==> config.mk <==
export PLATFORM = sky130hd
export DESIGN_NAME = IssueScheduler
export DESIGN_NICKNAME = d
export VERILOG_FILES = /design/src/hdl/SchedulerPkg.sv /design/src/hdl/WakeupSelectIf.sv /design/src/hdl/ReadyBitTable.sv /design/src/hdl/ProducerMatrix.sv /design/src/hdl/WakeupLogic.sv /design/src/hdl/EntryAllocator.sv /design/src/hdl/SelectLogic.sv /design/src/hdl/IssueScheduler.sv
export SDC_FILE = /design/constraint.sdc
export NUM_CORES = 1
export LEC_CHECK = 0
export ABC_AREA = 0
export BUFFER_PORTS_ARGS = -buffer_cell sky130_fd_sc_hd__buf_2
export CAP_MARGIN = 20
export CORE_MARGIN = 2
export CORE_UTILIZATION = 45
export CTS_CLUSTER_SIZE = 25
export DETAILED_ROUTE_END_ITERATION = 8
export PLACE_DENSITY = 0.67
export SLEW_MARGIN = 20
export SYNTH_ARGS = -nofsm -noshare
export SYNTH_HDL_FRONTEND = slang
export SYNTH_HIERARCHICAL = 1
export SYNTH_SLANG_ARGS = --single-unit
==> constraint.sdc <==
create_clock -name clk -period 4.68 [get_ports clk]
set_clock_uncertainty 0.05 [all_clocks]
set_input_delay 0.234 -clock clk [delete_from_list [all_inputs] [get_ports clk]]
set_output_delay 0.234 -clock clk [all_outputs]
set_load 0.01 [all_outputs]
==> src/hdl/SchedulerPkg.sv <==
/*
 * Shared constants and types of the issue scheduler.
 * Queue and register file sizes, index widths, and the
 * vector types used for entry indices and per-entry masks.
 */

package SchedulerPkg;

    // Physical register file.
    localparam int PREG_NUM = 16;
    localparam int PREG_NUM_BIT_WIDTH = 4;

    // Issue queue geometry.
    localparam int ISSUE_QUEUE_ENTRY_NUM = 8;
    localparam int ISSUE_QUEUE_INDEX_BIT_WIDTH = 3;

    // Source operands per instruction.
    localparam int ISSUE_QUEUE_SRC_REG_NUM = 2;

    // Physical register number.
    typedef logic [PREG_NUM_BIT_WIDTH-1:0] PRegNumPath;

    // Queue entry index.
    typedef logic [ISSUE_QUEUE_INDEX_BIT_WIDTH-1:0] IssueQueueIndexPath;

    // One bit per queue entry.
    // Dependency rows, store vector, valid bits and wakeup vector.
    typedef logic [ISSUE_QUEUE_ENTRY_NUM-1:0] IssueQueueOneHotPath;

endpackage : SchedulerPkg

==> src/hdl/WakeupSelectIf.sv <==
/*
 * Signals shared by the allocator, the wakeup logic and the select logic.
 * One modport per block.
 */

`timescale 1ns/1ps

interface WakeupSelectIf (
    input logic clk,
    input logic reset,
    input logic stall
);
    // Dispatch into the queue.
    logic write;
    SchedulerPkg::IssueQueueIndexPath writePtr;

    // Valid entries that are not leaving this cycle.
    SchedulerPkg::IssueQueueOneHotPath notIssued;

    // Per-entry readiness.
    SchedulerPkg::IssueQueueOneHotPath opReady;

    // Entry being issued and its destination tag.
    logic wakeup;
    SchedulerPkg::IssueQueueOneHotPath wakeupVector;
    logic wakeupDstValid;
    SchedulerPkg::PRegNumPath wakeupDstRegNum;

    modport Allocator (
        input clk, reset, stall, wakeup, wakeupVector,
        output write, writePtr, notIssued
    );

    modport WakeupLogic (
        input clk, reset, stall, write, writePtr, notIssued,
        input wakeup, wakeupVector, wakeupDstValid, wakeupDstRegNum,
        output opReady
    );

    modport Select (
        input clk, reset, stall, opReady, write, writePtr,
        output wakeup, wakeupVector, wakeupDstValid, wakeupDstRegNum
    );

endinterface : WakeupSelectIf

==> src/hdl/ReadyBitTable.sv <==
/*
 * Ready bit and producer entry index per physical register.
 * Looks up the sources of a dispatched instruction.
 */

`timescale 1ns/1ps

module ReadyBitTable #(
    parameter int pregNum = SchedulerPkg::PREG_NUM
) (
    input  logic clk,
    input  logic reset,
    input  logic stall,
    input  logic dispatch,
    input  logic dispatchedDstValid,
    input  SchedulerPkg::PRegNumPath dispatchedDstRegNum,
    input  logic dispatchedSrcValid [SchedulerPkg::ISSUE_QUEUE_SRC_REG_NUM],
    input  SchedulerPkg::PRegNumPath dispatchedSrcRegNum [SchedulerPkg::ISSUE_QUEUE_SRC_REG_NUM],
    output logic dispatchedSrcReady [SchedulerPkg::ISSUE_QUEUE_SRC_REG_NUM],
    output SchedulerPkg::IssueQueueIndexPath dispatchedSrcPtr [SchedulerPkg::ISSUE_QUEUE_SRC_REG_NUM],
    input  logic wakeupDstValid,
    input  SchedulerPkg::PRegNumPath wakeupDstRegNum,
    input  SchedulerPkg::IssueQueueIndexPath writePtr
);
    logic readyBit [pregNum];
    SchedulerPkg::IssueQueueIndexPath producerPtr [pregNum];

    // Source lookup, with a bypass from the register being woken this cycle.
    always_comb begin
        for (int i = 0; i < SchedulerPkg::ISSUE_QUEUE_SRC_REG_NUM; i++) begin
            dispatchedSrcReady[i] = !dispatchedSrcValid[i] ||
                readyBit[dispatchedSrcRegNum[i]] ||
                (wakeupDstValid && wakeupDstRegNum == dispatchedSrcRegNum[i]);
            dispatchedSrcPtr[i] = producerPtr[dispatchedSrcRegNum[i]];
        end
    end

    // A dispatched destination overrides a wakeup of the same register.
    always_ff @(posedge clk) begin
        if (reset) begin
            for (int r = 0; r < pregNum; r++) begin
                readyBit[r] <= 1'b1;
            end
        end else if (!stall) begin
            if (wakeupDstValid) begin
                readyBit[wakeupDstRegNum] <= 1'b1;
            end
            if (dispatch && dispatchedDstValid) begin
                readyBit[dispatchedDstRegNum] <= 1'b0;
            end
        end
    end

    // Entry that will produce the register.
    always_ff @(posedge clk) begin
        if (!stall && dispatch && dispatchedDstValid) begin
            producerPtr[dispatchedDstRegNum] <= writePtr;
        end
    end

endmodule : ReadyBitTable

==> src/hdl/ProducerMatrix.sv <==
/*
 * Producer matrix with one dependency row per queue entry.
 * Rows are written on dispatch and cleared by column on wakeup.
 */

`timescale 1ns/1ps

module ProducerMatrix #(
    parameter int entryNum = SchedulerPkg::ISSUE_QUEUE_ENTRY_NUM
) (
    input  logic clk,
    input  logic reset,
    input  logic stall,
    input  logic dispatch,
    input  SchedulerPkg::IssueQueueIndexPath dispatchPtr,
    input  logic dispatchedSrcReady [SchedulerPkg::ISSUE_QUEUE_SRC_REG_NUM],
    input  SchedulerPkg::IssueQueueIndexPath dispatchedSrcPtr [SchedulerPkg::ISSUE_QUEUE_SRC_REG_NUM],
    input  SchedulerPkg::IssueQueueOneHotPath dependStoreBitVector,
    input  logic wakeup,
    input  SchedulerPkg::IssueQueueOneHotPath wakeupDstVector,
    output SchedulerPkg::IssueQueueOneHotPath opReady
);
    SchedulerPkg::IssueQueueOneHotPath matrix [entryNum];
    SchedulerPkg::IssueQueueOneHotPath dispatchedRow;

    // Producers of sources still waiting, plus earlier stores if predicted.
    always_comb begin
        dispatchedRow = dependStoreBitVector;
        for (int j = 0; j < SchedulerPkg::ISSUE_QUEUE_SRC_REG_NUM; j++) begin
            if (!dispatchedSrcReady[j]) begin
                dispatchedRow[dispatchedSrcPtr[j]] = 1'b1;
            end
        end
    end

    always_ff @(posedge clk) begin
        if (reset) begin
            for (int i = 0; i < entryNum; i++) begin
                matrix[i] <= '0;
            end
        end else if (!stall) begin
            if (wakeup) begin
                for (int i = 0; i < entryNum; i++) begin
                    matrix[i] <= matrix[i] & ~wakeupDstVector;
                end
            end
            // The dispatched entry is free, so it never holds the wakeup column.
            if (dispatch) begin
                matrix[dispatchPtr] <= dispatchedRow;
            end
        end
    end

    // An entry is ready once no producer bit is left in its row.
    always_comb begin
        opReady = '0;
        for (int i = 0; i < entryNum; i++) begin
            opReady[i] = ~|matrix[i];
        end
    end

endmodule : ProducerMatrix

==> src/hdl/WakeupLogic.sv <==
/*
 * Wakeup logic of the matrix scheduler.
 * Ready bit table, producer matrix, store bit vector for
 * memory-dependence prediction, and per-entry readiness.
 */

`timescale 1ns/1ps

module WakeupLogic #(
    parameter int entryNum = SchedulerPkg::ISSUE_QUEUE_ENTRY_NUM,
    parameter int pregNum = SchedulerPkg::PREG_NUM
) (
    WakeupSelectIf.WakeupLogic port,
    input logic srcValid [SchedulerPkg::ISSUE_QUEUE_SRC_REG_NUM],
    input SchedulerPkg::PRegNumPath srcRegNum [SchedulerPkg::ISSUE_QUEUE_SRC_REG_NUM],
    input logic dstValid,
    input SchedulerPkg::PRegNumPath dstRegNum,
    input logic isStore,
    input logic isLoad,
    input logic memDepPred
);
    logic srcReady [SchedulerPkg::ISSUE_QUEUE_SRC_REG_NUM];
    SchedulerPkg::IssueQueueIndexPath srcPtr [SchedulerPkg::ISSUE_QUEUE_SRC_REG_NUM];

    SchedulerPkg::IssueQueueOneHotPath writeOneHot;
    SchedulerPkg::IssueQueueOneHotPath storeBitVector;
    SchedulerPkg::IssueQueueOneHotPath storeBitVectorReg;
    SchedulerPkg::IssueQueueOneHotPath dependStoreBitVector;
    SchedulerPkg::IssueQueueOneHotPath matrixReady;
    SchedulerPkg::IssueQueueOneHotPath entryValid;

    ReadyBitTable #(
        .pregNum(pregNum)
    ) readyBitTable_i (
        .clk(port.clk),
        .reset(port.reset),
        .stall(port.stall),
        .dispatch(port.write),
        .dispatchedDstValid(dstValid),
        .dispatchedDstRegNum(dstRegNum),
        .dispatchedSrcValid(srcValid),
        .dispatchedSrcRegNum(srcRegNum),
        .dispatchedSrcReady(srcReady),
        .dispatchedSrcPtr(srcPtr),
        .wakeupDstValid(port.wakeupDstValid),
        .wakeupDstRegNum(port.wakeupDstRegNum),
        .writePtr(port.writePtr)
    );

    ProducerMatrix #(
        .entryNum(entryNum)
    ) producerMatrix_i (
        .clk(port.clk),
        .reset(port.reset),
        .stall(port.stall),
        .dispatch(port.write),
        .dispatchPtr(port.writePtr),
        .dispatchedSrcReady(srcReady),
        .dispatchedSrcPtr(srcPtr),
        .dependStoreBitVector(dependStoreBitVector),
        .wakeup(port.wakeup),
        .wakeupDstVector(port.wakeupVector),
        .opReady(matrixReady)
    );

    always_comb begin
        writeOneHot = '0;
        if (port.write) begin
            writeOneHot[port.writePtr] = 1'b1;
        end

        // Stores still in the queue after this cycle's issue.
        storeBitVector = storeBitVectorReg & port.notIssued;

        // Predicted-dependent load waits for every store left in the queue.
        dependStoreBitVector = '0;
        if (port.write && isLoad && memDepPred) begin
            dependStoreBitVector = storeBitVector;
        end
        if (port.write && isStore) begin
            storeBitVector = storeBitVector | writeOneHot;
        end
    end

    // Store vector and a local copy of the entry valid bits.
    always_ff @(posedge port.clk) begin
        if (port.reset) begin
            storeBitVectorReg <= '0;
            entryValid <= '0;
        end else if (!port.stall) begin
            storeBitVectorReg <= storeBitVector;
            entryValid <= port.notIssued | writeOneHot;
        end
    end

    // Free entries never request issue.
    assign port.opReady = matrixReady & entryValid;

endmodule : WakeupLogic

==> src/hdl/EntryAllocator.sv <==
/*
 * Issue queue entry allocator.
 * Entry valid bits, lowest free entry as write pointer, full flag.
 */

`timescale 1ns/1ps

module EntryAllocator #(
    parameter int entryNum = SchedulerPkg::ISSUE_QUEUE_ENTRY_NUM
) (
    WakeupSelectIf.Allocator port,
    input  logic dispatchValid,
    output logic full
);
    SchedulerPkg::IssueQueueOneHotPath entryValid;
    SchedulerPkg::IssueQueueOneHotPath issueMask;

    always_comb begin
        full = &entryValid[entryNum-1:0];
        port.write = dispatchValid && !full && !port.stall;

        // Lowest free entry wins.
        port.writePtr = '0;
        for (int i = entryNum - 1; i >= 0; i--) begin
            if (!entryValid[i]) begin
                port.writePtr = SchedulerPkg::IssueQueueIndexPath'(i);
            end
        end

        issueMask = port.wakeup ? port.wakeupVector : '0;
        port.notIssued = entryValid & ~issueMask;
    end

    always_ff @(posedge port.clk) begin
        if (port.reset) begin
            entryValid <= '0;
        end else if (!port.stall) begin
            entryValid <= port.notIssued;
            if (port.write) begin
                entryValid[port.writePtr] <= 1'b1;
            end
        end
    end

endmodule : EntryAllocator

==> src/hdl/SelectLogic.sv <==
/*
 * Select logic.
 * Picks the lowest-index ready entry, drives the wakeup
 * vector and tag, and registers the issue outputs.
 */

`timescale 1ns/1ps

module SelectLogic #(
    parameter int entryNum = SchedulerPkg::ISSUE_QUEUE_ENTRY_NUM
) (
    WakeupSelectIf.Select port,
    input  logic dstValid,
    input  SchedulerPkg::PRegNumPath dstRegNum,
    output logic issueValid,
    output SchedulerPkg::IssueQueueIndexPath issueEntry,
    output logic issueDstValid,
    output SchedulerPkg::PRegNumPath issueDstRegNum
);
    // Destination of each queued instruction.
    logic entryDstValid [entryNum];
    SchedulerPkg::PRegNumPath entryDstRegNum [entryNum];

    logic selFound;
    SchedulerPkg::IssueQueueIndexPath selPtr;

    always_ff @(posedge port.clk) begin
        if (port.write) begin
            entryDstValid[port.writePtr] <= dstValid;
            entryDstRegNum[port.writePtr] <= dstRegNum;
        end
    end

    always_comb begin
        selFound = 1'b0;
        selPtr = '0;
        for (int i = entryNum - 1; i >= 0; i--) begin
            if (port.opReady[i]) begin
                selFound = 1'b1;
                selPtr = SchedulerPkg::IssueQueueIndexPath'(i);
            end
        end

        // Nothing leaves the queue while stalled.
        port.wakeup = selFound && !port.stall;
        port.wakeupVector = '0;
        if (port.wakeup) begin
            port.wakeupVector[selPtr] = 1'b1;
        end
        port.wakeupDstValid = port.wakeup && entryDstValid[selPtr];
        port.wakeupDstRegNum = entryDstRegNum[selPtr];
    end

    always_ff @(posedge port.clk) begin
        if (port.reset) begin
            issueValid <= 1'b0;
            issueEntry <= '0;
            issueDstValid <= 1'b0;
            issueDstRegNum <= '0;
        end else begin
            issueValid <= port.wakeup;
            if (port.wakeup) begin
                issueEntry <= selPtr;
                issueDstValid <= port.wakeupDstValid;
                issueDstRegNum <= port.wakeupDstRegNum;
            end
        end
    end

endmodule : SelectLogic

==> src/hdl/IssueScheduler.sv <==
/*
 * Top level of the issue scheduler.
 * Allocator, wakeup logic and select logic joined by WakeupSelectIf.
 */

`timescale 1ns/1ps

module IssueScheduler #(
    parameter int entryNum = SchedulerPkg::ISSUE_QUEUE_ENTRY_NUM,
    parameter int pregNum = SchedulerPkg::PREG_NUM
) (
    input  logic clk,
    input  logic reset,
    input  logic stall,
    input  logic dispatchValid,
    input  logic srcValid [SchedulerPkg::ISSUE_QUEUE_SRC_REG_NUM],
    input  SchedulerPkg::PRegNumPath srcRegNum [SchedulerPkg::ISSUE_QUEUE_SRC_REG_NUM],
    input  logic dstValid,
    input  SchedulerPkg::PRegNumPath dstRegNum,
    input  logic isStore,
    input  logic isLoad,
    input  logic memDepPred,
    output logic full,
    output logic issueValid,
    output SchedulerPkg::IssueQueueIndexPath issueEntry,
    output logic issueDstValid,
    output SchedulerPkg::PRegNumPath issueDstRegNum
);
    WakeupSelectIf wsIf (
        .clk(clk),
        .reset(reset),
        .stall(stall)
    );

    EntryAllocator #(
        .entryNum(entryNum)
    ) entryAllocator_i (
        .port(wsIf.Allocator),
        .dispatchValid(dispatchValid),
        .full(full)
    );

    WakeupLogic #(
        .entryNum(entryNum),
        .pregNum(pregNum)
    ) wakeupLogic_i (
        .port(wsIf.WakeupLogic),
        .srcValid(srcValid),
        .srcRegNum(srcRegNum),
        .dstValid(dstValid),
        .dstRegNum(dstRegNum),
        .isStore(isStore),
        .isLoad(isLoad),
        .memDepPred(memDepPred)
    );

    SelectLogic #(
        .entryNum(entryNum)
    ) selectLogic_i (
        .port(wsIf.Select),
        .dstValid(dstValid),
        .dstRegNum(dstRegNum),
        .issueValid(issueValid),
        .issueEntry(issueEntry),
        .issueDstValid(issueDstValid),
        .issueDstRegNum(issueDstRegNum)
    );

endmodule : IssueScheduler

Word-level counts from Yosys, hierarchy flattened:

Memories as Yosys holds them, arrays and structs flattened.
Cells that the tools add are included.

* $lt $le $gt $ge: 8
* equality and inequality tests: 2
* multiplexer cells: 75
* bitwise logic cells: 26
* reductions and logical operators: 43

Operator list (number)
* two-way mux 8 bit: 16
* bitwise AND 8 bit: 11
* OR reduction 8 bit: 8
* two-way mux 3 bit: 16
* OR 8 bit: 5
* two-way mux 1 bit: 37
* logical AND 1 bit: 16
* less-than comparator 3 x 4 -> 1 bit, second input constant: 4
* NOT 8 bit: 2
* demux 1 bit (select 3 bit): 4
* >= comparator 3 x 1 -> 1 bit, second input constant: 4
* logical NOT 1 bit: 12
* equality test 4 bit: 2
* two-way mux 4 bit: 2
* OR 1 bit: 8
* AND reduction 8 bit: 1
* logical OR 1 bit: 4
* OR reduction 1 bit: 2

* register bits: 33
* RAM bits: 168
* output and inout port bits: 10
* memories kept: 5

Memories
* wakeupLogic_i.producerMatrix_i.matrix: words 8, bits a word 8, read ports 8, clocked after memory_dff 0, wr ports 9, RTL line ProducerMatrix.sv:23 `SchedulerPkg::IssueQueueOneHotPath matrix [entryNum];`
* wakeupLogic_i.readyBitTable_i.producerPtr: words 16, bits a word 3, read ports 2, clocked after memory_dff 0, wr ports 1, RTL line ReadyBitTable.sv:26 `SchedulerPkg::IssueQueueIndexPath producerPtr [pregNum];`
* selectLogic_i.entryDstRegNum: words 8, bits a word 4, read ports 1, clocked after memory_dff 0, wr ports 1, RTL line SelectLogic.sv:22 `SchedulerPkg::PRegNumPath entryDstRegNum [entryNum];`
* wakeupLogic_i.readyBitTable_i.readyBit: words 16, bits a word 1, read ports 2, clocked after memory_dff 0, wr ports 16, RTL line ReadyBitTable.sv:25 `logic readyBit [pregNum];`
* selectLogic_i.entryDstValid: words 8, bits a word 1, read ports 1, clocked after memory_dff 0, wr ports 1, RTL line SelectLogic.sv:21 `logic entryDstValid [entryNum];`

Logic depth before layout (Yosys ltp):

* depth after elaboration: 25
* depth in mapped cells: 19
* gate-level depth less buffers: 16

Modules after synthesis:

The synthesis kept the hierarchy.

By module, submodules not included
* ProducerMatrix: instances 1, cells each 287, area each 3649.8 µm²
* ReadyBitTable: instances 1, cells each 205, area each 3372.0 µm²
* SelectLogic: instances 1, cells each 158, area each 2103.3 µm²
* WakeupLogic: instances 1, cells each 99, area each 860.8 µm²
* EntryAllocator: instances 1, cells each 69, area each 531.8 µm²

Worst setup path before layout:

OpenSTA, ideal clock, no wires.

* path type: reg-to-reg
* start: memory wakeupLogic_i/producerMatrix_i/matrix[3][2] (netlist name)
* end: memory wakeupLogic_i/producerMatrix_i/matrix[7][5] (netlist name), data pin
* data arrival time: 3773 ps
* data required time: 4355 ps
* slack: 582 ps
* cell stages (with the launch flop): 20
* path buffers: 3
* clock period less this slack: 4098 ps
* cells stage by stage: edfxtp_1 or4_1 nor2_1 and2_1 nor2b_1 o21bai_2 and2_1 buf_6 buf_12 mux2i_1 o22ai_1 or2_1 clkbuf_1 xor2_1 nor3_1 nand3_1 nand4_1 and4bb_2 a311oi_4 mux2i_1

RTL lines (RTL line)
* from (decl): ProducerMatrix.sv:23

==> impl_results.md <==
* Via-per-instance ratio at between 5 and 6
* Die width at roughly 160 um
* Vias in the first global route at 7026
* Final period util at a little over nine tenths
* Rel. slew slack at 33.0%
* Synth Area in Compound Gates at 8.21%
* Leak at 4.40 nW
* Share of layout cells above drive strength 1 at 17.9%
* Largest net degree at the start of global routing at slightly above 40
* Adder-cell share of the synthesized area at 0%
* Seq/Total Area, Yosys at 52.7%
* Layout Nets at 885
* Fillers at a little under 2k
* Die H at 157 um
* Max FO, Critical Path at 14
* Final worst setup slack at 196 ps
* GRT Overall Usage at between 20% and 30%
* Top Ports at 32
* Area of the multi-input gates at 0.00465 mm2
* PortBufs at 31
* Placer Congestion at 0.868
* CTS tree: built
* Initial DRC count at between 400 and 500
* Min-Delay Path Class: in -> reg
* H-tree depth at 1
* CP arrival at 4790 ps
* Max Buffers Root-to-Sink at 3
* Core box area at between 0.02 and 0.025 mm2
* Post-DR wirelength/cell at 21.8 um
* Max-slew violations at 0
* CP Class: reg -> reg
* Non-Filler Instances at around 1.2k
* Final hold violations at 0
* DIE AREA at approximately 0.025 mm2
* Hold path depth at 1
* Post-synth EDFFs at 152
* Mapped Nets at between 800 and 900
* CTS sink cnt at 201
* Clock root cell: clkbuf_16
* CP max stage delay at 530 ps
* Initial DRT Pass Iterations at 5
* DPL Wire Length at 18.2 mm
* Yosys cell types at 77
* FF+latch area at 0.00555 mm2
* Syn Inst Count at between 800 and 900
* Simple-gate share of the synthesized area at 18.2%
* Syn. warnings at 6
* Max-Cap Viols at 0
* Most frequent cells in the layout: edfxtp_1, nand2_1, mux2i_1
* Reg2reg path depth at 18
* Drt total wl at 26.0 mm
* Post-synth ARST share at 0%
* Main area contributors after synthesis: edfxtp_1, dfxtp_1, mux2i_1
* CTS Buf Count at 23
* Critical-path cell list: or4_1 > nor2_1 > and2_1 > nor3_2 > o21ai_2 > and2_1 > buf_12 > mux2i_1 > o22ai_1 > or2_1 > xnor2_1 > nand3_1 > nand4_1 > buf_4 > nor4b_1 > a311oi_4 > buf_4 > mux2i_1
* Multiplexer share of the synthesized area at 16.8%
* Pwr Density at 332 mW/mm2
* Cells after DPL at 1148
* Setup_tns at 0 ps
* Status: completed
* Req. time, crit path at approximately 5000 ps
* Clk_lat worst skew at 530 ps
* Initial antenna violation count at 0
* Tot Pwr at slightly below 4 mW
* Antenna cells at 0
* Syn-to-layout area delta at 12.2%
* Slowest-stage cell, CP: or4_1
* Syn Area/Cell at 12.9 um2
* Pre-CTS setup slack at 43.3 ps
* Most common cell after layout, fill and taps aside: edfxtp_1
* Synth Area in XOR/XNOR at less than 1%
* Setup slack, reg-to-reg at 200 ps
* Antenna Nets Post-Route at 0
* Max Freq at between 200 and 250 MHz
* DP Area at 0.0110 mm2
* CP endpoint kind: register
* DRC at 0
* Final Critical Period at about 4500 ps
* Synthesis-stage register bit count at 201
* GRT overflow at 0
* Yosys top cell area share at 43.4%
* Worst Max-Slew Pin Slew at 1000 ps
* Row cnt at 55
* Mapped Area at 0.0105 mm2
* CP startpoint kind: register
* Largest family of logic cells by synthesized area: simple AND/OR/NAND/NOR gates
* Initial Util at around 46%
* Setup violators final at 0
* First-pass GRT wire length at 40.8 mm
* Post-synth top flop: edfxtp_1
* Clock-pin slew on the worst setup and hold paths at approximately 60 ps
* Detailed-route via count at slightly above 7k
* Yosys top cell by area: edfxtp_1
* Final instance area at 0.0118 mm2
* Worst VDD drop at 0.000273 V
==> per-layer routing <==
layer  track usage (%)  part of all wire (%)  vias up
met4              5.94                   2.4        0
li1                  -                     -     3281
met3              2.66                   5.2       40
met2              36.2                    49      210
met1              29.7                    43     3586
met5                 0                     0        -
==> registers in the layout (all words and copies together), names as in the netlist <==
| register | count |
|---|---|
| wakeupLogic_i/readyBitTable_i/readyBit | 16 |
| wakeupLogic_i/entryValid | 8 |
| wakeupLogic_i/readyBitTable_i/producerPtr | 48 |
| selectLogic_i/issueDstValid | 1 |
| selectLogic_i/entryDstRegNum | 32 |
| wakeupLogic_i/storeBitVectorReg | 8 |
| selectLogic_i/issueEntry | 3 |
| selectLogic_i/issueValid | 1 |
| selectLogic_i/entryDstValid | 8 |
| wakeupLogic_i/producerMatrix_i/matrix | 64 |
| selectLogic_i/issueDstRegNum | 4 |
| entryAllocator_i/entryValid | 8 |
==> cells by family (layout without fill, tap and decap cells) <==
family | after synthesis | after routing
buffers and inverters | 63 | 124
xor gates and xnor gates | 8 | 8
and+or+nand+nor | 319 | 319
muxes | 119 | 119
AOI/OAI and AO/OA | 108 | 108
DFF | 201 | 201
==> layout make-up <==
class,instances,share of cell area [%]
Multi-Input combinational cell,554,39.4
Tap cell,313,3.32
Clock buffer,31,5.13
Timing Repair Buffer,59,3.68
Inverter,24,0.764
Clock inverter,10,0.732
Sequential cell,201,47.0
==> worst paths after layout <==
path                                                from                                           to
min reg2reg                  selectLogic_i/issueEntry[1]                  selectLogic_i/issueEntry[1]
max          wakeupLogic_i/producerMatrix_i/matrix[4][1]  wakeupLogic_i/producerMatrix_i/matrix[1][4]
max reg2reg  wakeupLogic_i/producerMatrix_i/matrix[4][1]  wakeupLogic_i/producerMatrix_i/matrix[1][4]
min                                         dstRegNum[3]           selectLogic_i/entryDstRegNum[2][3]
==> per-stage QoR <==
step | hold slack, ps | utilization (%)
after global placement | 387 | 48.5
after CTS | 1.56 | 51.6
after detailed placement | 398 | 48.5
after global routing | 19.3 | 51.8
after floorplan | 253 | -
final | 9.53 | 51.8
==> cell usage after synthesis, types with 5 or more instances <==
cell and number:
o21ai_0 5, mux4_1 26, dfxtp_1 49, xor2_1 6, buf_2 9, nor4b_2 7
and4b_1 5, o22ai_1 9, or4_1 16, buf_6 8, edfxtp_1 152, o21bai_1 16
nand4b_1 6, a21oi_1 21, inv_1 23, clkbuf_1 13, o32ai_1 6, a221oi_1 8
and4bb_2 5, mux2i_1 81, mux4_2 12, nor3_1 24, and3_1 9, nand4bb_1 5
nor2_1 69, nor2b_1 11, nand2b_1 11, nand2_1 86, and2_1 11, nand4_1 5
nor4b_1 5, a31oi_1 6
==> worst max-delay path, delay by kind of cell (launching register included) <==
family                    cells  cell delay (ps)
and+or+nand+nor               9             2430
buffers and inverters         3              590
muxes                         2              400
AOI/OAI and AO/OA             3              270
xor gates and xnor gates      1              170
DFF                           1              390
==> power breakdown <==
group	switching (mW)	internal, mW
registers	0.0232	1.95
logic	0.164	0.0939
clock network	0.718	0.966
total	0.904	3.01
==> timing repair <==
action                                  in CTS  in global routing
buffers inserted                             0                  2
resized for setup                            0                  8
endpoints found under the setup margin       0                 56
hold buffers                                 1                  0
endpoints found under the hold margin        8                  0
No activity file was read; power rests on OpenSTA's default activity.
